[src/rcn_consts.svh]
// rcn ring bus constants
// field widths, bridge windows, id ranges and register file size

`ifndef RCN_CONSTS_SVH
`define RCN_CONSTS_SVH

// packet field widths
`define RCN_PKT_W           67
`define RCN_ID_W            6
`define RCN_SEQ_W           2
`define RCN_MASK_W          4
`define RCN_ADDR_W          20
`define RCN_DATA_W          32

// id of the single bus master
`define RCN_MASTER_ID       6'h01

// ids owned by the sub ring
`define RCN_SUB_ID_MASK     6'h30
`define RCN_SUB_ID_BASE     6'h20

// byte address window of the sub ring, bits 21:2 are compared
`define RCN_SUB_ADDR_MASK   32'h0030_0000
`define RCN_SUB_ADDR_BASE   32'h0010_0000

// register slave bases (byte addresses)
`define RCN_MAIN_REGS_BASE  32'h0000_0000
`define RCN_SUB_REGS_BASE   32'h0010_0000
`define RCN_REGS_WORDS      16

`endif

[src/rcn_pkg.sv]
// rcn ring bus packet format
// one packet travels on each ring segment every cycle

`include "rcn_consts.svh"

package rcn_pkg;

    // ############################################################
    // ring packet, msb first as on the wire
    // ############################################################

    // valid   slot holds a packet
    // pending set on requests, cleared by the slave on the response
    // wr      write request
    // id      id of the requesting master
    // seq     request sequence number of that master
    // mask    byte enables for writes
    // addr    word address, byte address bits 21:2
    // data    write data on requests, read data on read responses
    typedef struct packed {
        logic                     valid;
        logic                     pending;
        logic                     wr;
        logic [`RCN_ID_W-1:0]     id;
        logic [`RCN_SEQ_W-1:0]    seq;
        logic [`RCN_MASK_W-1:0]   mask;
        logic [`RCN_ADDR_W-1:0]   addr;
        logic [`RCN_DATA_W-1:0]   data;
    } rcn_pkt_t;

endpackage

[src/rcn_node_pkg.sv]
// rcn node types
// client side operations and master node states

package rcn_node_pkg;

    // client operation on the request ports
    typedef enum logic [0:0] {
        RCN_OP_RD = 1'b0,
        RCN_OP_WR = 1'b1
    } rcn_op_e;

    // master node FSM
    typedef enum logic [1:0] {
        MST_IDLE      = 2'd0,
        MST_WAIT_SLOT = 2'd1,
        MST_WAIT_RSP  = 2'd2
    } rcn_master_state_e;

endpackage

[src/rcn_reg_if.sv]
// link between a ring slave node and its register file
// write strobe with byte mask, combinational read data

`timescale 1ns/1ps

`include "rcn_consts.svh"

interface rcn_reg_if;

    logic                                  wr_en;
    logic [`RCN_MASK_W-1:0]                wr_mask;
    logic [`RCN_DATA_W-1:0]                wr_data;
    // word offset inside the register file
    logic [$clog2(`RCN_REGS_WORDS)-1:0]    addr;
    logic [`RCN_DATA_W-1:0]                rd_data;

    modport node (
        output wr_en, wr_mask, wr_data, addr,
        input  rd_data
    );

    modport regs (
        input  wr_en, wr_mask, wr_data, addr,
        output rd_data
    );

endinterface

[src/rcn_regs.sv]
// rcn register file
// 16 words with byte-masked writes and combinational reads

`timescale 1ns/1ps

`include "rcn_consts.svh"

module rcn_regs (
    input  logic    clk,
    input  logic    rst,
    rcn_reg_if.regs regs
);

    localparam int BYTES = `RCN_DATA_W / 8;

    logic [`RCN_DATA_W-1:0] mem [`RCN_REGS_WORDS];

    // ############################################################
    // storage
    // ############################################################

    always_ff @(posedge clk or posedge rst)
    begin
        if (rst)
        begin
            for (int i = 0; i < `RCN_REGS_WORDS; i++)
                mem[i] <= '0;
        end
        else if (regs.wr_en)
        begin
            // only enabled byte lanes change
            for (int b = 0; b < BYTES; b++)
            begin
                if (regs.wr_mask[b])
                    mem[regs.addr][b*8 +: 8] <= regs.wr_data[b*8 +: 8];
            end
        end
    end

    // read port follows the address in the same cycle
    assign regs.rd_data = mem[regs.addr];

endmodule

[src/rcn_slave.sv]
// rcn register slave node
// answers requests inside its 16-word window from the attached register file,
// everything else passes on one cycle later

`timescale 1ns/1ps

`include "rcn_consts.svh"

module rcn_slave #(
    // byte base address of the register window
    parameter logic [31:0] BASE = 32'h0
) (
    input  logic              clk,
    input  logic              rst,
    input  rcn_pkg::rcn_pkt_t ring_in,
    output rcn_pkg::rcn_pkt_t ring_out,
    rcn_reg_if.node           regs
);

    localparam int OFS_W = $clog2(`RCN_REGS_WORDS);

    logic hit;

    // word address above the offset bits selects this slave
    assign hit = ring_in.valid && ring_in.pending &&
                 (ring_in.addr[`RCN_ADDR_W-1:OFS_W] == BASE[`RCN_ADDR_W+1:OFS_W+2]);

    // ############################################################
    // register file access
    // ############################################################

    assign regs.addr    = ring_in.addr[OFS_W-1:0];
    assign regs.wr_en   = hit && ring_in.wr;
    assign regs.wr_mask = ring_in.mask;
    assign regs.wr_data = ring_in.data;

    // ############################################################
    // ring output register
    // ############################################################

    always_ff @(posedge clk or posedge rst)
    begin
        if (rst)
        begin
            ring_out <= '0;
        end
        else
        begin
            ring_out <= ring_in;
            if (hit)
            begin
                // turn the request into its response in place
                ring_out.pending <= 1'b0;
                if (!ring_in.wr)
                    ring_out.data <= regs.rd_data;
            end
        end
    end

endmodule

[src/rcn_master.sv]
// rcn master node
// takes one client request at a time, inserts it into a free ring slot
// and removes the matching response from the ring

`timescale 1ns/1ps

`include "rcn_consts.svh"

module rcn_master #(
    parameter logic [`RCN_ID_W-1:0] MASTER_ID = `RCN_MASTER_ID
) (
    input  logic                    clk,
    input  logic                    rst,
    input  rcn_pkg::rcn_pkt_t       ring_in,
    output rcn_pkg::rcn_pkt_t       ring_out,
    input  logic                    req,
    input  rcn_node_pkg::rcn_op_e   op,
    // word address, byte address bits 21:2
    input  logic [`RCN_ADDR_W-1:0]  addr,
    input  logic [`RCN_MASK_W-1:0]  mask,
    input  logic [`RCN_DATA_W-1:0]  wdata,
    output logic                    busy,
    output logic                    rsp_valid,
    output logic [`RCN_DATA_W-1:0]  rsp_data
);

    rcn_node_pkg::rcn_master_state_e state;
    logic [`RCN_SEQ_W-1:0]           seq;
    rcn_node_pkg::rcn_op_e           req_op;
    logic [`RCN_ADDR_W-1:0]          req_addr;
    logic [`RCN_MASK_W-1:0]          req_mask;
    logic [`RCN_DATA_W-1:0]          req_wdata;
    rcn_pkg::rcn_pkt_t               req_pkt;
    logic                            accept;
    logic                            rsp_hit;

    assign accept  = req && (state == rcn_node_pkg::MST_IDLE);
    assign rsp_hit = (state == rcn_node_pkg::MST_WAIT_RSP) && ring_in.valid &&
                     !ring_in.pending && (ring_in.id == MASTER_ID) && (ring_in.seq == seq);

    always_comb
    begin
        req_pkt.valid   = 1'b1;
        req_pkt.pending = 1'b1;
        req_pkt.wr      = (req_op == rcn_node_pkg::RCN_OP_WR);
        req_pkt.id      = MASTER_ID;
        req_pkt.seq     = seq;
        req_pkt.mask    = req_mask;
        req_pkt.addr    = req_addr;
        req_pkt.data    = req_wdata;
    end

    // request payload is held until the response returns
    always_ff @(posedge clk)
    begin
        if (accept)
        begin
            req_op    <= op;
            req_addr  <= addr;
            req_mask  <= mask;
            req_wdata <= wdata;
        end
        if (rsp_hit)
            rsp_data <= ring_in.data;
    end

    // ############################################################
    // request FSM and ring slot
    // ############################################################

    always_ff @(posedge clk or posedge rst)
    begin
        if (rst)
        begin
            state     <= rcn_node_pkg::MST_IDLE;
            seq       <= '0;
            rsp_valid <= 1'b0;
            ring_out  <= '0;
        end
        else
        begin
            rsp_valid <= 1'b0;
            ring_out  <= ring_in;
            case (state)
                rcn_node_pkg::MST_IDLE:
                    if (accept)
                    begin
                        seq   <= seq + `RCN_SEQ_W'(1);
                        state <= rcn_node_pkg::MST_WAIT_SLOT;
                    end
                rcn_node_pkg::MST_WAIT_SLOT:
                    // only an empty slot may carry the new request
                    if (!ring_in.valid)
                    begin
                        ring_out <= req_pkt;
                        state    <= rcn_node_pkg::MST_WAIT_RSP;
                    end
                rcn_node_pkg::MST_WAIT_RSP:
                    if (rsp_hit)
                    begin
                        ring_out.valid <= 1'b0;
                        rsp_valid      <= 1'b1;
                        state          <= rcn_node_pkg::MST_IDLE;
                    end
                default:
                    state <= rcn_node_pkg::MST_IDLE;
            endcase
        end
    end

    assign busy = (state != rcn_node_pkg::MST_IDLE);

endmodule

[src/rcn_bridge.sv]
// rcn ring bridge
// joins the main ring and the sub ring, requests cross by address window,
// responses cross by id range, two cycles per crossing

`timescale 1ns/1ps

`include "rcn_consts.svh"

module rcn_bridge #(
    parameter logic [`RCN_ID_W-1:0] ID_MASK   = '0,
    parameter logic [`RCN_ID_W-1:0] ID_BASE   = '0,
    parameter logic [31:0]          ADDR_MASK = '0,
    parameter logic [31:0]          ADDR_BASE = '0
) (
    input  logic              clk,
    input  logic              rst,
    input  rcn_pkg::rcn_pkt_t main_in,
    output rcn_pkg::rcn_pkt_t main_out,
    input  rcn_pkg::rcn_pkt_t sub_in,
    output rcn_pkg::rcn_pkt_t sub_out
);

    rcn_pkg::rcn_pkt_t main_rin;
    rcn_pkg::rcn_pkt_t main_rout;
    rcn_pkg::rcn_pkt_t sub_rin;
    rcn_pkg::rcn_pkt_t sub_rout;

    logic main_req;
    logic main_rsp;
    logic main_id_hit;
    logic main_addr_hit;
    logic sub_req;
    logic sub_rsp;
    logic sub_id_hit;
    logic sub_addr_hit;
    logic main_stay;
    logic sub_stay;
    logic swap;

    // ############################################################
    // packet classification
    // ############################################################

    assign main_req      = main_rin.valid && main_rin.pending;
    assign main_rsp      = main_rin.valid && !main_rin.pending;
    assign main_id_hit   = (main_rin.id & ID_MASK) == ID_BASE;
    assign main_addr_hit = (main_rin.addr & ADDR_MASK[`RCN_ADDR_W+1:2])
                           == ADDR_BASE[`RCN_ADDR_W+1:2];

    assign sub_req       = sub_rin.valid && sub_rin.pending;
    assign sub_rsp       = sub_rin.valid && !sub_rin.pending;
    assign sub_id_hit    = (sub_rin.id & ID_MASK) == ID_BASE;
    assign sub_addr_hit  = (sub_rin.addr & ADDR_MASK[`RCN_ADDR_W+1:2])
                           == ADDR_BASE[`RCN_ADDR_W+1:2];

    // traffic that belongs on its own ring
    assign main_stay = (main_req && !main_addr_hit) || (main_rsp && !main_id_hit);
    assign sub_stay  = (sub_req && sub_addr_hit) || (sub_rsp && sub_id_hit);

    // with nothing held on either side, every slot is empty or crossing,
    // so exchanging both slots moves the crossing packets without loss
    assign swap = !main_stay && !sub_stay;

    // ############################################################
    // input and output registers
    // ############################################################

    always_ff @(posedge clk or posedge rst)
    begin
        if (rst)
        begin
            main_rin  <= '0;
            main_rout <= '0;
            sub_rin   <= '0;
            sub_rout  <= '0;
        end
        else
        begin
            main_rin <= main_in;
            sub_rin  <= sub_in;
            if (swap)
            begin
                main_rout <= sub_rin;
                sub_rout  <= main_rin;
            end
            else
            begin
                // a blocked crossing packet goes round its ring again
                main_rout <= main_rin;
                sub_rout  <= sub_rin;
            end
        end
    end

    assign main_out = main_rout;
    assign sub_out  = sub_rout;

endmodule

[src/rcn_subsys.sv]
// rcn ring subsystem top level
// main ring: master, main register slave, bridge main side
// sub ring: bridge sub side, sub register slave

`timescale 1ns/1ps

`include "rcn_consts.svh"

module rcn_subsys (
    input  logic                    clk,
    input  logic                    rst,
    input  logic                    req,
    input  rcn_node_pkg::rcn_op_e   op,
    input  logic [`RCN_ADDR_W-1:0]  addr,
    input  logic [`RCN_MASK_W-1:0]  mask,
    input  logic [`RCN_DATA_W-1:0]  wdata,
    output logic                    busy,
    output logic                    rsp_valid,
    output logic [`RCN_DATA_W-1:0]  rsp_data
);

    // ring segments, named source to sink
    rcn_pkg::rcn_pkt_t main_mst_to_slv;
    rcn_pkg::rcn_pkt_t main_slv_to_brg;
    rcn_pkg::rcn_pkt_t main_brg_to_mst;
    rcn_pkg::rcn_pkt_t sub_brg_to_slv;
    rcn_pkg::rcn_pkt_t sub_slv_to_brg;

    rcn_reg_if main_regs_if ();
    rcn_reg_if sub_regs_if ();

    // ############################################################
    // main ring
    // ############################################################

    rcn_master #(
        .MASTER_ID (`RCN_MASTER_ID)
    ) i_master (
        .clk       (clk),
        .rst       (rst),
        .ring_in   (main_brg_to_mst),
        .ring_out  (main_mst_to_slv),
        .req       (req),
        .op        (op),
        .addr      (addr),
        .mask      (mask),
        .wdata     (wdata),
        .busy      (busy),
        .rsp_valid (rsp_valid),
        .rsp_data  (rsp_data)
    );

    rcn_slave #(.BASE(`RCN_MAIN_REGS_BASE)) i_main_slave (
        .clk      (clk),
        .rst      (rst),
        .ring_in  (main_mst_to_slv),
        .ring_out (main_slv_to_brg),
        .regs     (main_regs_if.node)
    );

    rcn_regs i_main_regs (
        .clk  (clk),
        .rst  (rst),
        .regs (main_regs_if.regs)
    );

    rcn_bridge #(
        .ID_MASK   (`RCN_SUB_ID_MASK),
        .ID_BASE   (`RCN_SUB_ID_BASE),
        .ADDR_MASK (`RCN_SUB_ADDR_MASK),
        .ADDR_BASE (`RCN_SUB_ADDR_BASE)
    ) i_bridge (
        .clk      (clk),
        .rst      (rst),
        .main_in  (main_slv_to_brg),
        .main_out (main_brg_to_mst),
        .sub_in   (sub_slv_to_brg),
        .sub_out  (sub_brg_to_slv)
    );

    // ############################################################
    // sub ring
    // ############################################################

    rcn_slave #(.BASE(`RCN_SUB_REGS_BASE)) i_sub_slave (
        .clk      (clk),
        .rst      (rst),
        .ring_in  (sub_brg_to_slv),
        .ring_out (sub_slv_to_brg),
        .regs     (sub_regs_if.node)
    );

    rcn_regs i_sub_regs (
        .clk  (clk),
        .rst  (rst),
        .regs (sub_regs_if.regs)
    );

endmodule

[config.mk]
export PLATFORM = sky130hd
export DESIGN_NAME = rcn_subsys
export DESIGN_NICKNAME = d
export VERILOG_FILES = /design/src/rcn_pkg.sv /design/src/rcn_node_pkg.sv /design/src/rcn_reg_if.sv /design/src/rcn_regs.sv /design/src/rcn_slave.sv /design/src/rcn_master.sv /design/src/rcn_bridge.sv /design/src/rcn_subsys.sv
export VERILOG_INCLUDE_DIRS = /design/src
export SDC_FILE = /design/constraint.sdc
export NUM_CORES = 2
export LEC_CHECK = 0
export BUFFER_PORTS_ARGS = -buffer_cell sky130_fd_sc_hd__buf_2
export CORE_MARGIN = 2
export CORE_UTILIZATION = 42
export DETAILED_ROUTE_END_ITERATION = 8
export SLEW_MARGIN = 0
export SYNTH_ARGS = -nofsm -noshare
export SYNTH_HDL_FRONTEND = slang
export SYNTH_SLANG_ARGS = --single-unit
[constraint.sdc]
create_clock -name clk -period 55.4 [get_ports clk]
set_input_delay 11.08 -clock clk [delete_from_list [all_inputs] [get_ports clk]]
set_output_delay 11.08 -clock clk [all_outputs]
set_load 0.02 [all_outputs]
# After elaboration in Yosys (flattened, before gate mapping)
# Index checks and enable logic that the tools add are counted.
dict set report totals {
  in_bits 60
  register_bits 1587
  word_cells 213
  output_inout_bits 34
}
dict set report op_classes {
  bitwise_logic 2
  mux 62
  n_reduce_logical 36
  n_lt_le_gt_ge 4
  n_eq_ne 12
  addsub 1
}
# cell n
set ops {}
lappend ops {{2-to-1 mux 512 bit} 14}
lappend ops {{bitwise mux 512 bit} 8}
lappend ops {{demux 32 bit (select 4 bit)} 8}
lappend ops {{2-to-1 mux 32 bit} 10}
lappend ops {{binary-select mux 32 bit (select 4 bit)} 2}
lappend ops {{2-to-1 mux 67 bit} 2}
lappend ops {{2-to-1 mux 66 bit} 2}
lappend ops {{2-to-1 mux 24 bit} 2}
lappend ops {{2-to-1 mux 16 bit} 2}
lappend ops {{logical AND 1 bit} 22}
lappend ops {{== test 16 x 15 -> 1 bit (second input constant)} 1}
lappend ops {{zero test 16 bit} 1}
lappend ops {{2-to-1 mux 8 bit} 2}
lappend ops {{greater-or-equal comparator 5 bit (second input constant)} 2}
lappend ops {{< comparator 5 x 1 -> 1 bit (second input constant)} 2}
lappend ops {{NOT 4 -> 5 bit} 2}
lappend ops {{zero test 1 bit} 7}
lappend ops {{== test 2 x 1 -> 1 bit (second input constant)} 3}
lappend ops {{== test 2 bit (second input constant)} 3}
lappend ops {{== test 6 x 1 -> 1 bit (second input constant)} 1}
lappend ops {{2-to-1 mux 2 bit} 3}
lappend ops {{one-hot mux 2 bit (3 select lines)} 1}
lappend ops {{2-to-1 mux 1 bit} 5}
lappend ops {{!= test 2 x 1 -> 1 bit (second input constant)} 2}
lappend ops {{9 further kinds} 10}

# Depth between registers and ports, before layout
dict set report logic_depth {
  depth_word 16
  depth_mapped 7
  mapped_depth_nobuf 6
}

# Hierarchy
# Synthesis repeated with hierarchy kept, for this count alone.
dict set report hier_totals {
  cells_unflattened 3947
  hier_area_um2 67031.8
}
# mod cells_per_inst seq_area_each_um2 instances area_per_inst_um2
set modules_own_cells {}
lappend modules_own_cells {rcn_regs 1434 12812.3 2 23535.1}
lappend modules_own_cells {rcn_bridge 424 6706.4 1 8613.3}
lappend modules_own_cells {rcn_master 279 4474.3 1 5725.5}
lappend modules_own_cells {{rcn_slave (i_sub_slave)} 188 1676.6 1 2812.7}
lappend modules_own_cells {{rcn_slave (i_main_slave)} 188 1676.6 1 2810.2}

# Least setup slack after synthesis
# Ideal clock, no wire load.
dict set report synth_path {
  kind {input port to flip-flop}
  start {input port req}
  end {register i_master.seq[1]}
  n_path_buf 0
  slack_ns 41.222
  arrival_time_ns 14.054
  setup_time_ns 0.124
  cell_stages 4
  path_cell_list {inv_1 > nor2_1 > nand2_1 > xnor2_1}
}
dict set report synth_via {
  elab_chain_cells 2
}
# element line_no
set synth_rtl {}
lappend synth_rtl {{start, declared} rcn_subsys.sv:12} ;# input logic req,
lappend synth_rtl {{logical AND 1 bit} rcn_master.sv:37} ;# assign accept = req && (state == rcn_node_pkg::MST_IDLE);
lappend synth_rtl {{via i_master.accept} rcn_master.sv:34} ;# logic accept;
lappend synth_rtl {{AND reduction 2 bit (no line)} --}
lappend synth_rtl {{end signal, assigned} rcn_master.sv:88} ;# seq <= seq + `RCN_SEQ_W'(1);
lappend synth_rtl {{end, declared} rcn_master.sv:28} ;# logic [`RCN_SEQ_W-1:0] seq;
# The timed path passes the listed nets, and every way through them passes these cells.
# A chain may end at the register's enable or synchronous reset.

==> results by group <==
Global route
  – Initial antenna violation count: 6
  – Number of global-route vias before repair: 35100
  – First-pass GRT wire length: 227 mm
  – Remaining Overflow, GRT: 0
  – Largest net degree at the start of global routing: roughly 180
  – Total track usage: 18.9%

Synth
  – Top cells by area, synth: dfrtp_1, mux2_2, mux4_2
  – Top cells by count, synth: dfrtp_1, mux2_2, mux4_2, clkbuf_1, edfxtp_1
  – Synth cell types: 44
  – Synthesized net count: between 3000 and 4000
  – Post-synthesis register bit count: ~1600
  – Post-synth top area share: 57.8%
  – Seq/Total Area, Yosys: 61.9%
  – Mapped Cells: 3792
  – Ys flop type: dfrtp_1
  – Post-synth top area cell: dfrtp_1
  – Synth async-reset ratio: 94.4%
  – Count leader, synth: dfrtp_1
  – Number of synthesized flops with an enable pin: 89
  – Post-synthesis area per instance: between 15 and 20 µm²
  – Ys Warns: 0
  – Synthesized area: 64800 µm²

Critical path
  – Critical Path RT: 56100 ps
  – Cell repeated most along the worst path: buf_4
  – Critical Path End Type: asynchronous set/reset pin
  – Critical Path, Cell by Cell: buf_2 > inv_8 > buf_4 > buf_4 > buf_12 > buf_4
  – WS Path Type: primary input to asynchronous set/reset pin
  – WP data arrival: 15130 ps
  – Worst setup SP type: primary input
  – Max stage delay on crit path: 850 ps
  – CP delay by family, top: buffers and inverters
  – Crit Path Max Fanout: roughly 180
  – Crit path buffers/inverters: 6
  – Slowest-stage cell, CP: buf_4

CTS
  – Post-CTS Setup Inserts: 0
  – Clk sinks: 1587
  – Htree depth: 4
  – Max Root-Sink Buffers: 3
  – # hold bufs at CTS: 0
  – Cts repair resizes: 0
  – Worst-path clk slew: 60 ps
  – TritonCTS clock tree: built
  – Clock Root Buffer: clkbuf_16
  – Total CTS buffers: 166
  – Worst-Skew Late Latency: 810 ps

Power and ir drop
  – Combinational fraction of design power: 16.0%
  – Worst vdd ir: 0.0358 mV
  – Clock power frac: 34.9%
  – Switching pwr: between 900 and 1000 µW
  – Flop pwr share: 49.1%
  – PwrDens: 43.1 nW/µm²
  – Net Sw Frac: 30.9%
  – Pleak: 0.0339 µW
  – Pint: 2170 µW

Final layout
  – Final net count: 3956
  – Flip-flop and latch area: 40200 µm²
  – Final core utilization: 47.5%
  – Layout cells sized above 1: 49.3%
  – Syn-to-layout area delta: 12.6%
  – Multi-input gate area: about 24000 µm²
  – Fill cells: 13000

Floorplan
  – Die area: 158000 µm²
  – Placeable Area: 154000 µm²
  – Cell Rows: approximately 140
  – Die W: 397 µm
  – Initial core utilization: 42.2%
  – DIE HEIGHT: 397 µm
  – IO Pins: 94

STA
  – Final setup viols: 0
  – Hold Slack: 336 ps
  – Final hold violation count: 0
  – Setup TNS: 0 ps
  – Fin crit share: 26.0%
  – RSZ-0062 raised after global routing: false
  – Worst Max-Slew Pin Slew: 1260 ps
  – Fin crit period: ~14000 ps
  – Setup ws final: around 40000 ps
  – Max_slew headroom: 15.5%
  – Max Slew Vio Count: 0
  – Worst clock skew: 31.9 ps
  – Fmax: 69.3 MHz

Route
  – Antenna Nets Post-Route: 0
  – Via-to-Cell Ratio: 5.45
  – Routed wire length: 145 mm
  – Routed vias: 33100
  – First-pass DRT Iterations: 5
  – DR WL/cell: 23.9 µm
  – First-iteration detailed-routing DRC count: 2134
  – Drc violations: 0

Outcome
  – Outcome: complete, no violations

Worst hold path
  – Hold WC Path Type: register to register

Flow run
  – Max_cap viols: 0

Placement
  – Post-DP HPWL: 91.7 mm
  – Dpl ws: 39930 ps
  – Gpl congestion: 0.758
  – Count of input and output buffers: 93
logic make-up (layout without fill, tap and decap cells):
logic type | Yosys count | in the layout | synth area share, %
other cells | 0 | 4 | 0
buf+inv | 224 | 458 | 1.38
mux | 1570 | 1570 | 31.6
fa+ha+maj | 5 | 5 | 0.0965
xor+xnor | 4 | 4 | 0.0540
flops | 1587 | 1587 | 61.9
compound gates | 138 | 138 | 1.65
simple gates | 264 | 264 | 3.31
registers in the layout, indices dropped and copies added (netlist names):
signal                 cells
i_bridge.main_out         67
i_bridge.main_rin         67
i_bridge.sub_out          67
i_bridge.sub_rin          67
i_main_regs.mem          512
i_main_slave.ring_out     67
i_master.req_addr         20
i_master.req_mask          4
i_master.req_op            1
i_master.req_wdata        32
i_master.ring_out         67
i_master.rsp_data         32
i_master.rsp_valid         1
i_master.seq               2
i_master.state             2
i_sub_regs.mem           512
i_sub_slave.ring_out      67
cell type report:
class                           count  area share, %
Tap cell                         2044           3.50
Clock buffer                      246           6.60
Clock inverter                     57          0.817
Inverter                            7         0.0463
Timing Repair Buffer              148           1.27
Multi-Input combinational cell   1981           32.7
Antenna cell                        4         0.0137
Sequential cell                  1587           55.0
worst paths after layout:
path	start	endpoint	slack [ps]	cells after the start
worst max-delay path	rst	i_master.ring_out[35]	40970	6
worst min-delay path	i_sub_slave.ring_out[64]	i_bridge.sub_rin[64]	340	0
worst max register to register	i_bridge.sub_out[39]	i_sub_regs.mem[209]	51020	6
worst min register to register	i_sub_slave.ring_out[64]	i_bridge.sub_rin[64]	340	0
max in group clk	i_master.state[0]	busy	42480	4
min in group asynchronous	rst	i_sub_regs.mem[166]	10410	2
worst reg2reg max path, stage by stage, from the launching register on:
cell and delay (ps):
dfrtp_1 410, nor4_2 900, nand2_4 460, buf_4 530, buf_4 470, nor4_2 1070, mux2_2 420
power groups by stage:
stage / Clock (µW) / Sequential, µW / Combinational, µW
after floorplan: 0 / 1420 / 433
after global placement: 0 / 1560 / 512
after detailed placement: 0 / 1560 / 511
after CTS: 1130 / 1540 / 517
after global routing: 1180 / 1570 / 543
final: 1100 / 1540 / 504
stage by stage:
step	cell area, µm²	cells	power (µW)
final	73000	6074	3150
after global routing	73000	6070	3290
after CTS	73000	6070	3190
after detailed placement	67600	5767	2070
after global placement	67600	5767	2070
after floorplan	64800	3792	1850
per-layer routing:
layer | vias up | global-route usage [%] | part of all wire, % | wire length (µm)
met5 | - | 0 | 0 | 0
met4 | 0 | 5.25 | 2.3 | 3330
met3 | 203 | 3.17 | 4.0 | 5820
met2 | 523 | 28.8 | 46 | 67400
met1 | 18000 | 27.9 | 47 | 68800
li1 | 14400 | - | - | -
placed cells by master (no fill, tap or decap), types with 13 or more instances in the layout:
cell type and instances:
nor2_1 72, o31ai_1 32, nor4_4 49, edfxtp_1 89, clkbuf_8 32, and2_1 15, nor2_2 16, clkbuf_1 46
mux4_2 256, buf_4 51, buf_2 93, nand2_1 39, nand4_1 26, dfrtp_1 1493, clkinv_2 26, mux2_1 13
o221ai_1 33, mux2i_1 67, a22oi_1 65, clkbuf_16 168, mux2_2 1234
(Power assumes the default switching activity.)
